<file path="src/hdl/axi2iob_pkg.sv">
// AXI to IOb shared types
`default_nettype none

package axi2iob_pkg;

  // AXI burst field widths
  localparam int LEN_W  = 8;
  localparam int SIZE_W = 3;

  // beats in burst minus one
  typedef logic [LEN_W-1:0] axi_len_t;

  // log2 of bytes per beat
  typedef logic [SIZE_W-1:0] axi_size_t;

  typedef enum logic [1:0] {
    ST_IDLE = 2'd0,
    ST_DATA = 2'd1,
    ST_RESP = 2'd2
  } burst_state_e;

endpackage

`default_nettype wire

</file>
<file path="src/hdl/axil_if.sv">
// Internal AXI4-Lite link
`timescale 1ns/1ps
`default_nettype none

interface axil_if #(
  parameter int ADDR_W = 32,
  parameter int DATA_W = 32
);

  localparam int STRB_W = DATA_W / 8;

  // write address and data
  logic [ADDR_W-1:0] awaddr;
  logic              awvalid;
  logic              awready;
  logic [DATA_W-1:0] wdata;
  logic [STRB_W-1:0] wstrb;
  logic              wvalid;
  logic              wready;

  // write response without a resp field
  logic              bvalid;
  logic              bready;

  // read address and data
  logic [ADDR_W-1:0] araddr;
  logic              arvalid;
  logic              arready;
  logic [DATA_W-1:0] rdata;
  logic              rvalid;
  logic              rready;

  modport wr_mgr (
    output awaddr, awvalid, wdata, wstrb, wvalid, bready,
    input  awready, wready, bvalid
  );

  modport rd_mgr (
    output araddr, arvalid, rready,
    input  arready, rdata, rvalid
  );

  modport sub (
    input  awaddr, awvalid, wdata, wstrb, wvalid, bready, araddr, arvalid, rready,
    output awready, wready, bvalid, arready, rdata, rvalid
  );

endinterface

`default_nettype wire

</file>
<file path="src/hdl/axi_write_split.sv">
// AXI4 write burst splitter
`timescale 1ns/1ps
`default_nettype none

module axi_write_split #(
  parameter int ADDR_W = 32,
  parameter int DATA_W = 32,
  parameter int ID_W   = 8
) (
  input  wire                         clk_i,
  input  wire                         arst_i,
  input  wire  [ID_W-1:0]             s_axi_awid_i,
  input  wire  [ADDR_W-1:0]           s_axi_awaddr_i,
  input  wire  axi2iob_pkg::axi_len_t  s_axi_awlen_i,
  input  wire  axi2iob_pkg::axi_size_t s_axi_awsize_i,
  input  wire                         s_axi_awvalid_i,
  output logic                        s_axi_awready_o,
  input  wire  [DATA_W-1:0]           s_axi_wdata_i,
  input  wire  [DATA_W/8-1:0]         s_axi_wstrb_i,
  input  wire                         s_axi_wvalid_i,
  output logic                        s_axi_wready_o,
  output logic [ID_W-1:0]             s_axi_bid_o,
  output logic                        s_axi_bvalid_o,
  input  wire                         s_axi_bready_i,
  axil_if.wr_mgr                      link
);

  import axi2iob_pkg::*;

  localparam int STRB_W = DATA_W / 8;

  burst_state_e      state_q, state_d;
  logic [ID_W-1:0]   id_q, id_d;
  logic [ADDR_W-1:0] addr_q, addr_d;
  axi_len_t          beats_q, beats_d;
  axi_size_t         size_q, size_d;
  logic              awready_d, wready_d, bvalid_d;
  logic [ID_W-1:0]   bid_d;

  // link side registers
  logic [ADDR_W-1:0] awaddr_q, awaddr_d;
  logic              awvalid_q, awvalid_d;
  logic [DATA_W-1:0] wdata_q, wdata_d;
  logic [STRB_W-1:0] wstrb_q, wstrb_d;
  logic              wvalid_q, wvalid_d;
  logic              bready_q, bready_d;

  assign link.awaddr  = awaddr_q;
  assign link.awvalid = awvalid_q;
  assign link.wdata   = wdata_q;
  assign link.wstrb   = wstrb_q;
  assign link.wvalid  = wvalid_q;
  assign link.bready  = bready_q;

  always_comb begin
    state_d   = state_q;
    id_d      = id_q;
    addr_d    = addr_q;
    beats_d   = beats_q;
    size_d    = size_q;
    awready_d = 1'b0;
    wready_d  = 1'b0;
    bid_d     = s_axi_bid_o;
    bvalid_d  = s_axi_bvalid_o & ~s_axi_bready_i;
    awaddr_d  = awaddr_q;
    awvalid_d = awvalid_q & ~link.awready;
    wdata_d   = wdata_q;
    wstrb_d   = wstrb_q;
    wvalid_d  = wvalid_q & ~link.wready;
    bready_d  = 1'b0;

    case (state_q)
      ST_IDLE: begin
        awready_d = ~awvalid_q;
        if (s_axi_awready_o && s_axi_awvalid_i) begin
          awready_d = 1'b0;
          id_d      = s_axi_awid_i;
          addr_d    = s_axi_awaddr_i;
          beats_d   = s_axi_awlen_i;
          size_d    = s_axi_awsize_i;
          awaddr_d  = s_axi_awaddr_i;
          awvalid_d = 1'b1;
          wready_d  = ~wvalid_q;
          state_d   = ST_DATA;
        end
      end
      ST_DATA: begin
        wready_d = ~wvalid_q;
        if (s_axi_wready_o && s_axi_wvalid_i) begin
          wdata_d  = s_axi_wdata_i;
          wstrb_d  = s_axi_wstrb_i;
          wvalid_d = 1'b1;
          wready_d = 1'b0;
          bready_d = ~s_axi_bvalid_o & ~awvalid_q;
          state_d  = ST_RESP;
        end
      end
      ST_RESP: begin
        bready_d = ~s_axi_bvalid_o & ~awvalid_q;
        if (bready_q && link.bvalid) begin
          bready_d = 1'b0;
          if (beats_q != '0) begin
            // step address by the beat size for the next beat
            beats_d   = beats_q - 1'b1;
            addr_d    = addr_q + (ADDR_W'(1) << size_q);
            awaddr_d  = addr_d;
            awvalid_d = 1'b1;
            wready_d  = ~wvalid_q;
            state_d   = ST_DATA;
          end else begin
            bid_d     = id_q;
            bvalid_d  = 1'b1;
            awready_d = ~awvalid_q;
            state_d   = ST_IDLE;
          end
        end
      end
      default: state_d = ST_IDLE;
    endcase
  end

  always_ff @(posedge clk_i or posedge arst_i) begin
    if (arst_i) begin
      state_q         <= ST_IDLE;
      beats_q         <= '0;
      s_axi_awready_o <= 1'b0;
      s_axi_wready_o  <= 1'b0;
      s_axi_bvalid_o  <= 1'b0;
      awvalid_q       <= 1'b0;
      wvalid_q        <= 1'b0;
      bready_q        <= 1'b0;
    end else begin
      state_q         <= state_d;
      beats_q         <= beats_d;
      s_axi_awready_o <= awready_d;
      s_axi_wready_o  <= wready_d;
      s_axi_bvalid_o  <= bvalid_d;
      awvalid_q       <= awvalid_d;
      wvalid_q        <= wvalid_d;
      bready_q        <= bready_d;
    end
  end

  always_ff @(posedge clk_i) begin
    id_q        <= id_d;
    addr_q      <= addr_d;
    size_q      <= size_d;
    s_axi_bid_o <= bid_d;
    awaddr_q    <= awaddr_d;
    wdata_q     <= wdata_d;
    wstrb_q     <= wstrb_d;
  end

endmodule

`default_nettype wire

</file>
<file path="src/hdl/axi_read_split.sv">
// AXI4 read burst splitter
`timescale 1ns/1ps
`default_nettype none

module axi_read_split #(
  parameter int ADDR_W = 32,
  parameter int DATA_W = 32,
  parameter int ID_W   = 8
) (
  input  wire                         clk_i,
  input  wire                         arst_i,
  input  wire  [ID_W-1:0]             s_axi_arid_i,
  input  wire  [ADDR_W-1:0]           s_axi_araddr_i,
  input  wire  axi2iob_pkg::axi_len_t  s_axi_arlen_i,
  input  wire  axi2iob_pkg::axi_size_t s_axi_arsize_i,
  input  wire                         s_axi_arvalid_i,
  output logic                        s_axi_arready_o,
  output logic [ID_W-1:0]             s_axi_rid_o,
  output logic [DATA_W-1:0]           s_axi_rdata_o,
  output logic                        s_axi_rlast_o,
  output logic                        s_axi_rvalid_o,
  input  wire                         s_axi_rready_i,
  axil_if.rd_mgr                      link
);

  import axi2iob_pkg::*;

  burst_state_e      state_q, state_d;
  logic [ID_W-1:0]   id_q, id_d;
  logic [ADDR_W-1:0] addr_q, addr_d;
  axi_len_t          beats_q, beats_d;
  axi_size_t         size_q, size_d;
  // a link read is owed for the current beat
  logic              issue_q, issue_d;
  logic              arready_d, rlast_d, rvalid_d;
  logic [ID_W-1:0]   rid_d;
  logic [DATA_W-1:0] rdata_d;
  logic [ADDR_W-1:0] araddr_q, araddr_d;
  logic              arvalid_q, arvalid_d;
  logic              rready_q, rready_d;

  assign link.araddr  = araddr_q;
  assign link.arvalid = arvalid_q;
  assign link.rready  = rready_q;

  always_comb begin
    state_d   = state_q;
    id_d      = id_q;
    addr_d    = addr_q;
    beats_d   = beats_q;
    size_d    = size_q;
    issue_d   = issue_q;
    arready_d = 1'b0;
    rid_d     = s_axi_rid_o;
    rdata_d   = s_axi_rdata_o;
    rlast_d   = s_axi_rlast_o;
    rvalid_d  = s_axi_rvalid_o & ~s_axi_rready_i;
    araddr_d  = araddr_q;
    arvalid_d = arvalid_q & ~link.arready;
    rready_d  = 1'b0;

    case (state_q)
      ST_IDLE: begin
        arready_d = ~arvalid_q;
        if (s_axi_arready_o && s_axi_arvalid_i) begin
          arready_d = 1'b0;
          id_d      = s_axi_arid_i;
          addr_d    = s_axi_araddr_i;
          beats_d   = s_axi_arlen_i;
          size_d    = s_axi_arsize_i;
          issue_d   = 1'b1;
          state_d   = ST_DATA;
        end
      end
      ST_DATA: begin
        rready_d = ~s_axi_rvalid_o & ~arvalid_q & ~issue_q;
        // hold the IOb read back while an R beat still waits
        if (issue_q && (!s_axi_rvalid_o || s_axi_rready_i)) begin
          araddr_d  = addr_q;
          arvalid_d = 1'b1;
          issue_d   = 1'b0;
        end
        if (rready_q && link.rvalid) begin
          rready_d = 1'b0;
          rid_d    = id_q;
          rdata_d  = link.rdata;
          rvalid_d = 1'b1;
          rlast_d  = (beats_q == '0);
          if (beats_q == '0) begin
            arready_d = 1'b1;
            state_d   = ST_IDLE;
          end else begin
            beats_d = beats_q - 1'b1;
            addr_d  = addr_q + (ADDR_W'(1) << size_q);
            issue_d = 1'b1;
          end
        end
      end
      default: state_d = ST_IDLE;
    endcase
  end

  always_ff @(posedge clk_i or posedge arst_i) begin
    if (arst_i) begin
      state_q         <= ST_IDLE;
      beats_q         <= '0;
      issue_q         <= 1'b0;
      s_axi_arready_o <= 1'b0;
      s_axi_rlast_o   <= 1'b0;
      s_axi_rvalid_o  <= 1'b0;
      arvalid_q       <= 1'b0;
      rready_q        <= 1'b0;
    end else begin
      state_q         <= state_d;
      beats_q         <= beats_d;
      issue_q         <= issue_d;
      s_axi_arready_o <= arready_d;
      s_axi_rlast_o   <= rlast_d;
      s_axi_rvalid_o  <= rvalid_d;
      arvalid_q       <= arvalid_d;
      rready_q        <= rready_d;
    end
  end

  always_ff @(posedge clk_i) begin
    id_q          <= id_d;
    addr_q        <= addr_d;
    size_q        <= size_d;
    s_axi_rid_o   <= rid_d;
    s_axi_rdata_o <= rdata_d;
    araddr_q      <= araddr_d;
  end

endmodule

`default_nettype wire

</file>
<file path="src/hdl/axil_iob_bridge.sv">
// AXI4-Lite to IOb bridge
`timescale 1ns/1ps
`default_nettype none

module axil_iob_bridge #(
  parameter int ADDR_W = 32,
  parameter int DATA_W = 32
) (
  input  wire                 clk_i,
  input  wire                 arst_i,
  axil_if.sub                 link,
  output logic                iob_avalid_o,
  output logic [ADDR_W-1:0]   iob_addr_o,
  output logic [DATA_W-1:0]   iob_wdata_o,
  output logic [DATA_W/8-1:0] iob_wstrb_o,
  input  wire                 iob_rvalid_i,
  input  wire  [DATA_W-1:0]   iob_rdata_i,
  input  wire                 iob_ready_i
);

  localparam int STRB_W = DATA_W / 8;

  logic [ADDR_W-1:0] awaddr_q;
  logic              bvalid_q;
  logic              rhold_q;
  logic [DATA_W-1:0] rdata_q;
  logic              wr_en;

  // beats with no strobe set never reach the bus
  assign wr_en = |link.wstrb;

  assign link.awready = iob_ready_i;
  assign link.wready  = iob_ready_i;
  assign link.arready = iob_ready_i;
  assign link.bvalid  = bvalid_q;

  // read result passes straight through, then held until taken
  assign link.rvalid = iob_rvalid_i | rhold_q;
  assign link.rdata  = iob_rvalid_i ? iob_rdata_i : rdata_q;

  assign iob_avalid_o = (link.wvalid & wr_en) | link.arvalid;
  // write address may already be taken before its data arrives
  assign iob_addr_o   = link.arvalid ? link.araddr :
                        (link.awvalid ? link.awaddr : awaddr_q);
  assign iob_wdata_o  = link.wdata;
  assign iob_wstrb_o  = link.arvalid ? {STRB_W{1'b0}} : link.wstrb;

  always_ff @(posedge clk_i or posedge arst_i) begin
    if (arst_i) begin
      bvalid_q <= 1'b0;
      rhold_q  <= 1'b0;
    end else begin
      bvalid_q <= (link.wvalid & iob_ready_i) | (bvalid_q & ~link.bready);
      rhold_q  <= (iob_rvalid_i | rhold_q) & ~link.rready;
    end
  end

  always_ff @(posedge clk_i) begin
    if (link.awvalid) begin
      awaddr_q <= link.awaddr;
    end
    if (iob_rvalid_i) begin
      rdata_q <= iob_rdata_i;
    end
  end

endmodule

`default_nettype wire

</file>
<file path="src/hdl/axi2iob.sv">
// AXI4 to IOb adapter
`timescale 1ns/1ps
`default_nettype none

module axi2iob #(
  parameter int ADDR_W = 32,
  parameter int DATA_W = 32,
  parameter int ID_W   = 8
) (
  input  wire                         clk_i,
  input  wire                         arst_i,

  // AXI4 write address
  input  wire  [ID_W-1:0]             s_axi_awid_i,
  input  wire  [ADDR_W-1:0]           s_axi_awaddr_i,
  input  wire  axi2iob_pkg::axi_len_t  s_axi_awlen_i,
  input  wire  axi2iob_pkg::axi_size_t s_axi_awsize_i,
  input  wire                         s_axi_awvalid_i,
  output wire                         s_axi_awready_o,

  // AXI4 write data
  // beat count comes from awlen so wlast is not needed
  input  wire  [DATA_W-1:0]           s_axi_wdata_i,
  input  wire  [DATA_W/8-1:0]         s_axi_wstrb_i,
  input  wire                         s_axi_wlast_i,
  input  wire                         s_axi_wvalid_i,
  output wire                         s_axi_wready_o,

  output wire  [ID_W-1:0]             s_axi_bid_o,
  output wire                         s_axi_bvalid_o,
  input  wire                         s_axi_bready_i,

  // AXI4 read
  input  wire  [ID_W-1:0]             s_axi_arid_i,
  input  wire  [ADDR_W-1:0]           s_axi_araddr_i,
  input  wire  axi2iob_pkg::axi_len_t  s_axi_arlen_i,
  input  wire  axi2iob_pkg::axi_size_t s_axi_arsize_i,
  input  wire                         s_axi_arvalid_i,
  output wire                         s_axi_arready_o,
  output wire  [ID_W-1:0]             s_axi_rid_o,
  output wire  [DATA_W-1:0]           s_axi_rdata_o,
  output wire                         s_axi_rlast_o,
  output wire                         s_axi_rvalid_o,
  input  wire                         s_axi_rready_i,

  // IOb manager
  output wire                         iob_avalid_o,
  output wire  [ADDR_W-1:0]           iob_addr_o,
  output wire  [DATA_W-1:0]           iob_wdata_o,
  output wire  [DATA_W/8-1:0]         iob_wstrb_o,
  input  wire                         iob_rvalid_i,
  input  wire  [DATA_W-1:0]           iob_rdata_i,
  input  wire                         iob_ready_i
);

  axil_if #(
    .ADDR_W(ADDR_W),
    .DATA_W(DATA_W)
  ) link_if ();

  axi_write_split #(
    .ADDR_W(ADDR_W),
    .DATA_W(DATA_W),
    .ID_W  (ID_W)
  ) u_write_split (
    .clk_i          (clk_i),
    .arst_i         (arst_i),
    .s_axi_awid_i   (s_axi_awid_i),
    .s_axi_awaddr_i (s_axi_awaddr_i),
    .s_axi_awlen_i  (s_axi_awlen_i),
    .s_axi_awsize_i (s_axi_awsize_i),
    .s_axi_awvalid_i(s_axi_awvalid_i),
    .s_axi_awready_o(s_axi_awready_o),
    .s_axi_wdata_i  (s_axi_wdata_i),
    .s_axi_wstrb_i  (s_axi_wstrb_i),
    .s_axi_wvalid_i (s_axi_wvalid_i),
    .s_axi_wready_o (s_axi_wready_o),
    .s_axi_bid_o    (s_axi_bid_o),
    .s_axi_bvalid_o (s_axi_bvalid_o),
    .s_axi_bready_i (s_axi_bready_i),
    .link           (link_if.wr_mgr)
  );

  axi_read_split #(
    .ADDR_W(ADDR_W),
    .DATA_W(DATA_W),
    .ID_W  (ID_W)
  ) u_read_split (
    .clk_i          (clk_i),
    .arst_i         (arst_i),
    .s_axi_arid_i   (s_axi_arid_i),
    .s_axi_araddr_i (s_axi_araddr_i),
    .s_axi_arlen_i  (s_axi_arlen_i),
    .s_axi_arsize_i (s_axi_arsize_i),
    .s_axi_arvalid_i(s_axi_arvalid_i),
    .s_axi_arready_o(s_axi_arready_o),
    .s_axi_rid_o    (s_axi_rid_o),
    .s_axi_rdata_o  (s_axi_rdata_o),
    .s_axi_rlast_o  (s_axi_rlast_o),
    .s_axi_rvalid_o (s_axi_rvalid_o),
    .s_axi_rready_i (s_axi_rready_i),
    .link           (link_if.rd_mgr)
  );

  axil_iob_bridge #(
    .ADDR_W(ADDR_W),
    .DATA_W(DATA_W)
  ) u_bridge (
    .clk_i       (clk_i),
    .arst_i      (arst_i),
    .link        (link_if.sub),
    .iob_avalid_o(iob_avalid_o),
    .iob_addr_o  (iob_addr_o),
    .iob_wdata_o (iob_wdata_o),
    .iob_wstrb_o (iob_wstrb_o),
    .iob_rvalid_i(iob_rvalid_i),
    .iob_rdata_i (iob_rdata_i),
    .iob_ready_i (iob_ready_i)
  );

endmodule

`default_nettype wire

</file>
<file path="config.mk">
export PLATFORM = sky130hd
export DESIGN_NAME = axi2iob
export DESIGN_NICKNAME = d
export VERILOG_FILES = /design/src/hdl/axi2iob_pkg.sv /design/src/hdl/axil_if.sv /design/src/hdl/axi_write_split.sv /design/src/hdl/axi_read_split.sv /design/src/hdl/axil_iob_bridge.sv /design/src/hdl/axi2iob.sv
export SDC_FILE = /design/constraint.sdc
export NUM_CORES = 1
export LEC_CHECK = 0
export ABC_AREA = 1
export BUFFER_PORTS_ARGS = -buffer_cell sky130_fd_sc_hd__buf_2
export CAP_MARGIN = 20
export CORE_MARGIN = 3
export CORE_UTILIZATION = 49
export DETAILED_ROUTE_END_ITERATION = 10
export PLACE_DENSITY = 0.75
export SLEW_MARGIN = 20
export SYNTH_ARGS = -nofsm -noshare
export SYNTH_HDL_FRONTEND = slang
export SYNTH_SLANG_ARGS = --single-unit
</file>
<file path="constraint.sdc">
create_clock -name clk_i -period 2.4 [get_ports clk_i]
set_clock_uncertainty 0.1 [all_clocks]
set_input_delay 0.6 -clock clk_i [delete_from_list [all_inputs] [get_ports clk_i]]
set_output_delay 0.6 -clock clk_i [all_outputs]
set_load 0.05 [all_outputs]
</file>
# Yosys cells after proc, flatten, opt, wreduce, memory -nomap -nowiden
# Index checks and enable logic that the tools add are counted.
# Widths: inputs -> output; s select.
[word_totals]
regBits = 300
out_inout_bits = 123
input_bits = 180
[classes]
n_eq_ne = 11
mux = 65
reduce_logical = 26
bitwise_logic = 27
shifts = 2
n_addsub = 4
[op_table]
columns = ["cell", "count"]
rows = [
  ["$mux 32", 9],
  ["$pmux 32 s2", 2],
  ["$add 32x32->32", 2],
  ["$shl 1x3->32 const A", 2],
  ["$mux 8", 6],
  ["$pmux 8 s2", 2],
  ["$mux 1", 31],
  ["$sub 8x1->8 const B", 2],
  ["$ne 2x1->1 const B", 7],
  ["$and 1x1->1", 12],
  ["$mux 2", 6],
  ["$not 1->1", 12],
  ["$reduce_and 2->1", 6],
  ["$pmux 1 s2", 5],
  ["$reduce_and 3->1", 3],
  ["$logic_not 8->1", 1],
  ["$reduce_and 4->1", 2],
  ["$reduce_bool 8->1", 1],
  ["$logic_and 1x1->1", 6],
  ["$pmux 2 s3", 1],
  ["$eq 2x1->1 const B", 2],
  ["$logic_not 2->1", 2],
  ["$mux 4", 1],
  ["$pmux 2 s2", 1],
  ["other kinds (8)", 11],
]

# Depth between registers and ports, before layout
[logic_depth]
depth_word = 7
depth_mapped = 13
mapped_depth_nobuf = 13

# Hierarchy
# A second synthesis with hierarchy kept.
[unflattened]
cells_unflattened = 1639
hier_area_um2 = 14808.0
[modules_own_cells]
columns = ["mod", "cells_each", "area_each_um2", "n_inst"]
rows = [
  ["axi_read_split", 578, 5970.7, 1],
  ["axi_write_split", 564, 5222.5, 1],
  ["axil_iob_bridge", 497, 3614.7, 1],
]

# Worst setup path before layout
# No wires, ideal clock.
[synth_path]
kind = "register -> register"
from = "register u_read_split.s_axi_rvalid_o"
to = "register u_read_split.araddr_q[0], in the netlist u_read_split.link.araddr[0] (enable)"
t_arrival_ps = 2217
setup_time_ps = 421
path_slack_ps = -338
synth_period_minus_slack_ps = 2738
required_ps = 1879
path_stages_with_launch = 6
n_path_buf = 0
path_cell_list = "dfrtp_1 inv_1 nor2_1 inv_1 nand2_1 nor2_1"
[synth_via]
elab_chain_cells = 4
[synth_lines]
columns = ["item", "line_no", "rtl"]
rows = [
  ["start, declared", "axi_read_split.sv:21", "output logic s_axi_rvalid_o,"],
  ["start signal, assigned", "axi_read_split.sv:119", "s_axi_rvalid_o <= rvalid_d;"],
  ["$logic_not 1->1", "axi_read_split.sv:78", "if (issue_q && (!s_axi_rvalid_o || s_axi_rready_i)) begin"],
  ["$logic_or 1x1->1", "axi_read_split.sv:78", ""],
  ["$logic_and 1x1->1", "axi_read_split.sv:78", ""],
  ["$reduce_and 2->1 (no source line)", "--", ""],
  ["end signal, assigned", "axi_read_split.sv:131", "araddr_q <= araddr_d;"],
  ["end, declared", "axi_read_split.sv:38", "logic [ADDR_W-1:0] araddr_q, araddr_d;"],
]
# Every way passes these cells.
# A chain may end at the register's enable or synchronous reset.

# Final worst setup path
[layout_path]
from = "register u_write_split.awvalid_q, in the netlist u_write_split.link.awvalid"
to = "output port iob_addr_o[21]"
[layout_via]
elab_chain_cells = 2
[layout_lines]
columns = ["item", "line_no", "rtl"]
rows = [
  ["start, declared", "axi_write_split.sv:42", "logic awvalid_q, awvalid_d;"],
  ["start signal, assigned", "axi_write_split.sv:138", "awvalid_q <= awvalid_d;"],
  ["$mux 32", "--", ""],
  ["$mux 32", "axil_iob_bridge.sv:43", "assign iob_addr_o = link.arvalid ? link.araddr :"],
  ["end, declared", "axi2iob.sv:48", "output wire [ADDR_W-1:0] iob_addr_o,"],
]
# Every way passes these cells.

==> metrics.sh <==
OUTCOME='complete, but fails checks'
VIOLATED_CHECKS='setup timing'
SYNTH-MAIN-FF-CELL='edfxtp_1'
LAYOUT.CORE_UTILIZATION_PCT=67.2
CLOCK-ROOT-BUFFER='clkbuf_16'
TRITONCTS_NUM_SINKS=299
DRCVIOLATIONCOUNT=0
CRITPATHKIND='reg -> out'
ROUTE.DETAILED.VIAS_PER_INST=5.12
YS_SEQ_ELEMENTS=299
P_INT_mW=14.3
WORST-SLEW-PIN-TRANSITION_PS=633
TOP_LEVEL_PORTS=303
HTREE_NUM_LEVELS=2
GRT_FIRST_PASS_WIRELENGTH_UM=56100
CPMAXSTAGEDELAYCELL='dfrtp_2'
MAX_SLEW_HEADROOM_PCT=57.8
INITIAL_UTILIZATION_PCT=50.4
REGTOREGSTARTPOINT='u_read_split.size_q[1]$_DFFE_PP_'
FINAL-HOLD-VIOLATION-COUNT=0
DIE-AREA_UM2=30000
NFILLCELLS=2072
YOSYSWARNINGS=0
CRITICAL_PATH.REG2REG.ENDPOINT='u_read_split.addr_q[28]$_DFFE_PP_'
SYNTH_NETS=1695
LAYOUT-DRIVE-GT1-SHARE_PCT=32.6
WORSTPATHBUFFERINVERTERCOUNT=3
NUMCTSBUFFERS=34
MAX-VDD-IR-DROP_uV=788
POST-DP-HPWL_UM=24900
ROUTE.DETAILED.WL_PER_INST_UM=16.8
SYNTHTOPCELLSBYAREA='edfxtp_1, nand2_1, dfxtp_1'
SYNTH_EDF_COUNT=202
POST_LAYOUT_NONFILLER_INSTANCES=2238
VIA_COUNT=11500
SYNTH.LARGEST_AREA_CELL='edfxtp_1'
P_COMB_SHARE_PCT=45.2
CTS.REPORTEDPATHS.CLKPINSLEW_PS=60
LEAKAGE_nW=8.29
SETUP_FAILING_EPS_FINAL=32
DIEHEIGHT_UM=173
DIE_X_UM=173
POST_SYNTH.CELL_AREA_AVG_UM2=9.19
CLKPWRFRAC_PCT=20.7
HOLDCRITPATHCLASS='in -> async'
POWER.SEQUENTIAL.FRACTION_PCT=34.0
CLOCK_PATH_BUFFERS=3
PLACE.DETAILED.INSTANCES=2141
LAYOUT_MIN_CYCLE_TIME_PS=2630
FIN_NETS=2042
CRITPATHTOPFAMILY='flip-flops'
POWER.TOTAL_mW=24.9
WORST-R2R-SETUP-SLACK_PS=10
LAYOUT.CELLS.MOST_COMMON='nand2_1'
FIRST_GLOBAL_VIAS=10900
CTS_TREE='done'
GLOBALROUTEOVERFLOWTOTAL=0
MULTI_INPUT_COMB_AREA_UM2=5540
PLACEMENT.IO_BUFFERS=301
WORST-PATH-MAX-FANOUT=7
POST-ROUTE-WORST-SETUP-SLACK_PS=-234
CRIT_PATH_MAX_INCR_DELAY_PS=500
DR.FIRST_ITER.DRC_COUNT=1127
POSTLAYOUTCELLAREA_UM2=18300
SYN_AREA_UM2=13700
FINAL_MIN_PERIOD_OVER_CLOCK_PERIOD_PCT=110
POWER-PER-CELL-AREA_nW_PER_UM2=1360
LAYOUT.AREA.SEQ_UM2=8170
SWITCHING_SHARE_PCT=42.7
REG2REG_DEPTH=13
CORE_AREA_UM2=27200
HOLD_SLACK_PS=95.8
WORST-ENDPOINT-ARRIVAL_PS=1930
CORE.ROWCOUNT=60
MOST-COMMON-LAYOUT-CELLS='nand2_1, buf_2, edfxtp_1, inv_1, nand3_1'
NETLIST-CELL-TYPE-COUNT=50
NETLIST.AREA_LEADER.SHARE_PCT=44.3
ANTENNA_VIOLATING_NETS_POST_ROUTE=0
CRITICAL_PATH_CELL_LIST='buf_6 -> buf_16 -> nor2_1 -> a21oi_2 -> nand2_1 -> nand2_1 -> buf_6'
FIRST_PASS_ITERATION_COUNT_OF_THE_DETAILED_ROUTER=5
LAYOUT-AREA-OVERHEAD-VS-SYNTH_PCT=33.3
CLOCK_LATENCY_PS=510
WORSTSETUPENDPOINTTYPE='output pin'
GRT.TOTAL_USAGE_PCT=23.0
ROUTE.FINAL.WIRE_LENGTH_UM=37600
FMAXACHIEVABLE_GHz=0.380
POSTSYNTH.ASYNCRESETSHARE_PCT=11.0
SYNTH_CELLS=1491
POWER.NET_SWITCHING_mW=10.6
CAP_VIOLATIONS=0
WORST-ENDPOINT-REQUIRED_PS=1700
FINAL-MAX-SLEW-VIOLATION-COUNT=0
GRT_SETUP_UNREPAIRED='true'
ROUTABILITY_CONGESTION=0.898
WORST_SETUP_PATH_START_KIND='flop'
DPL_CELL_AREA_UM2=15700
GRT_START_MAX_NET_PINS=47
NUMBER_OF_ANTENNA_VIOLATIONS_AT_THE_FIRST_CHECK_IN_GLOBAL_ROUTING=3
YOSYSSEQAREASHARE_PCT=59.7
-- cell families (layout without fill, tap and decap cells) --
group | count (synthesis) | after routing | share of synthesized area (%)
fa+ha+maj | 24 | 24 | 2.30
flops | 299 | 299 | 59.7
xor+xnor | 15 | 15 | 0.959
buf+inv | 198 | 570 | 5.80
other cells | 0 | 3 | 0
compound gates | 111 | 111 | 4.68
mux | 8 | 8 | 0.658
simple gates | 836 | 836 | 25.9
-- synthesized netlist by cell type (3+ instances only) --
library cell / number
o21ai_2: 5
nor2_2: 8
ha_1: 22
nand2_4: 3
inv_1: 147
a21oi_1: 37
nand4_1: 14
nand2_1: 547
buf_2: 11
o21ai_0: 35
clkbuf_1: 20
xnor2_1: 10
a31oi_1: 6
inv_2: 9
nor3_1: 32
nand3_1: 98
o22ai_1: 3
dfrtp_1: 33
nand2_2: 13
o21ai_1: 12
buf_1: 4
mux2_2: 8
nor2_1: 98
dfxtp_1: 64
xor2_1: 5
edfxtp_1: 202
nand3b_1: 8
buf_6: 4
nor3_4: 4
-- worst max path at each step --
stage                                    startpoint                                  to  slack, ps  cells past startpoint
2_1_floorplan                          iob_rvalid_i    u_read_split.addr_q[0]$_DFFE_PP_          4                      6
3_3_place_gp      u_write_split.size_q[0]$_DFFE_PP_  u_write_split.addr_q[30]$_DFFE_PP_        100                     13
3_5_place_dp      u_write_split.size_q[0]$_DFFE_PP_  u_write_split.addr_q[30]$_DFFE_PP_         30                     13
4_1_cts        u_write_split.link.awvalid$_DFF_PP0_                      iob_addr_o[22]       -140                      6
5_1_grt        u_write_split.link.awvalid$_DFF_PP0_                      iob_addr_o[21]       -250                      7
6_report       u_write_split.link.awvalid$_DFF_PP0_                      iob_addr_o[21]       -230                      7
-- layer usage --
metal | GRT usage [%] | share of wire (%)
met4 | 7.06 | 3.0
met5 | 0 | 0
met1 | 29.4 | 40
met3 | 3.62 | 6.5
met2 | 40.3 | 51
-- layout make-up --
class                   count  share of cell area (%)
repair buffers            352                    12.9
flip-flops and latches    299                    44.8
inverters                 157                    3.25
multi-input cells         994                    30.4
clock inverters            14                   0.932
clock buffers              47                    5.15
diodes                      3                  0.0411
well taps                 372                    2.55
-- repair_timing --
item                                    4_1_cts  5_1_grt
cloned                                        6        0
endpoints found under the setup margin       33       81
setup buffers                                 6       21
hold buffers                                  0        0
pin swaps                                     9       53
resized for setup                           159      134
-- state kept, by name, indices dropped and copies added (netlist names), 2 cells and up --
name                        cells
u_write_split.state_q           2
u_bridge.rdata_q               32
u_write_split.link.wdata       32
u_write_split.link.wstrb        4
u_read_split.id_q               8
u_write_split.id_q              8
u_bridge.awaddr_q              32
u_read_split.addr_q            32
u_read_split.size_q             3
u_read_split.s_axi_rid_o        8
u_write_split.beats_q           8
u_write_split.size_q            3
u_write_split.s_axi_bid_o       8
u_read_split.beats_q            8
u_read_split.s_axi_rdata_o     32
u_write_split.addr_q           32
u_read_split.link.araddr       32
-- power by group through the flow --
stage | combinational (mW) | clock, mW | sequential, mW
after floorplan | 5.78 | 0 | 8.90
after global placement | 8.62 | 0 | 8.32
after detailed placement | 8.79 | 0 | 8.39
after CTS | 10.6 | 5.23 | 8.37
after global routing | 12.0 | 5.47 | 8.61
final | 11.3 | 5.17 | 8.47
-- stage by stage --
stage	TNS [ps]	setup slack, ps
floorplan	0	3.90
global placement	0	96.8
detailed placement	0	29.8
CTS	-3610	-137
global route	-7020	-254
finish	-3740	-234
-- tightest hold or removal path: cells and delay by family --
kind	cells	cell delay [ps]
buffers and inverters	3	520
(Power assumes the default switching activity.)
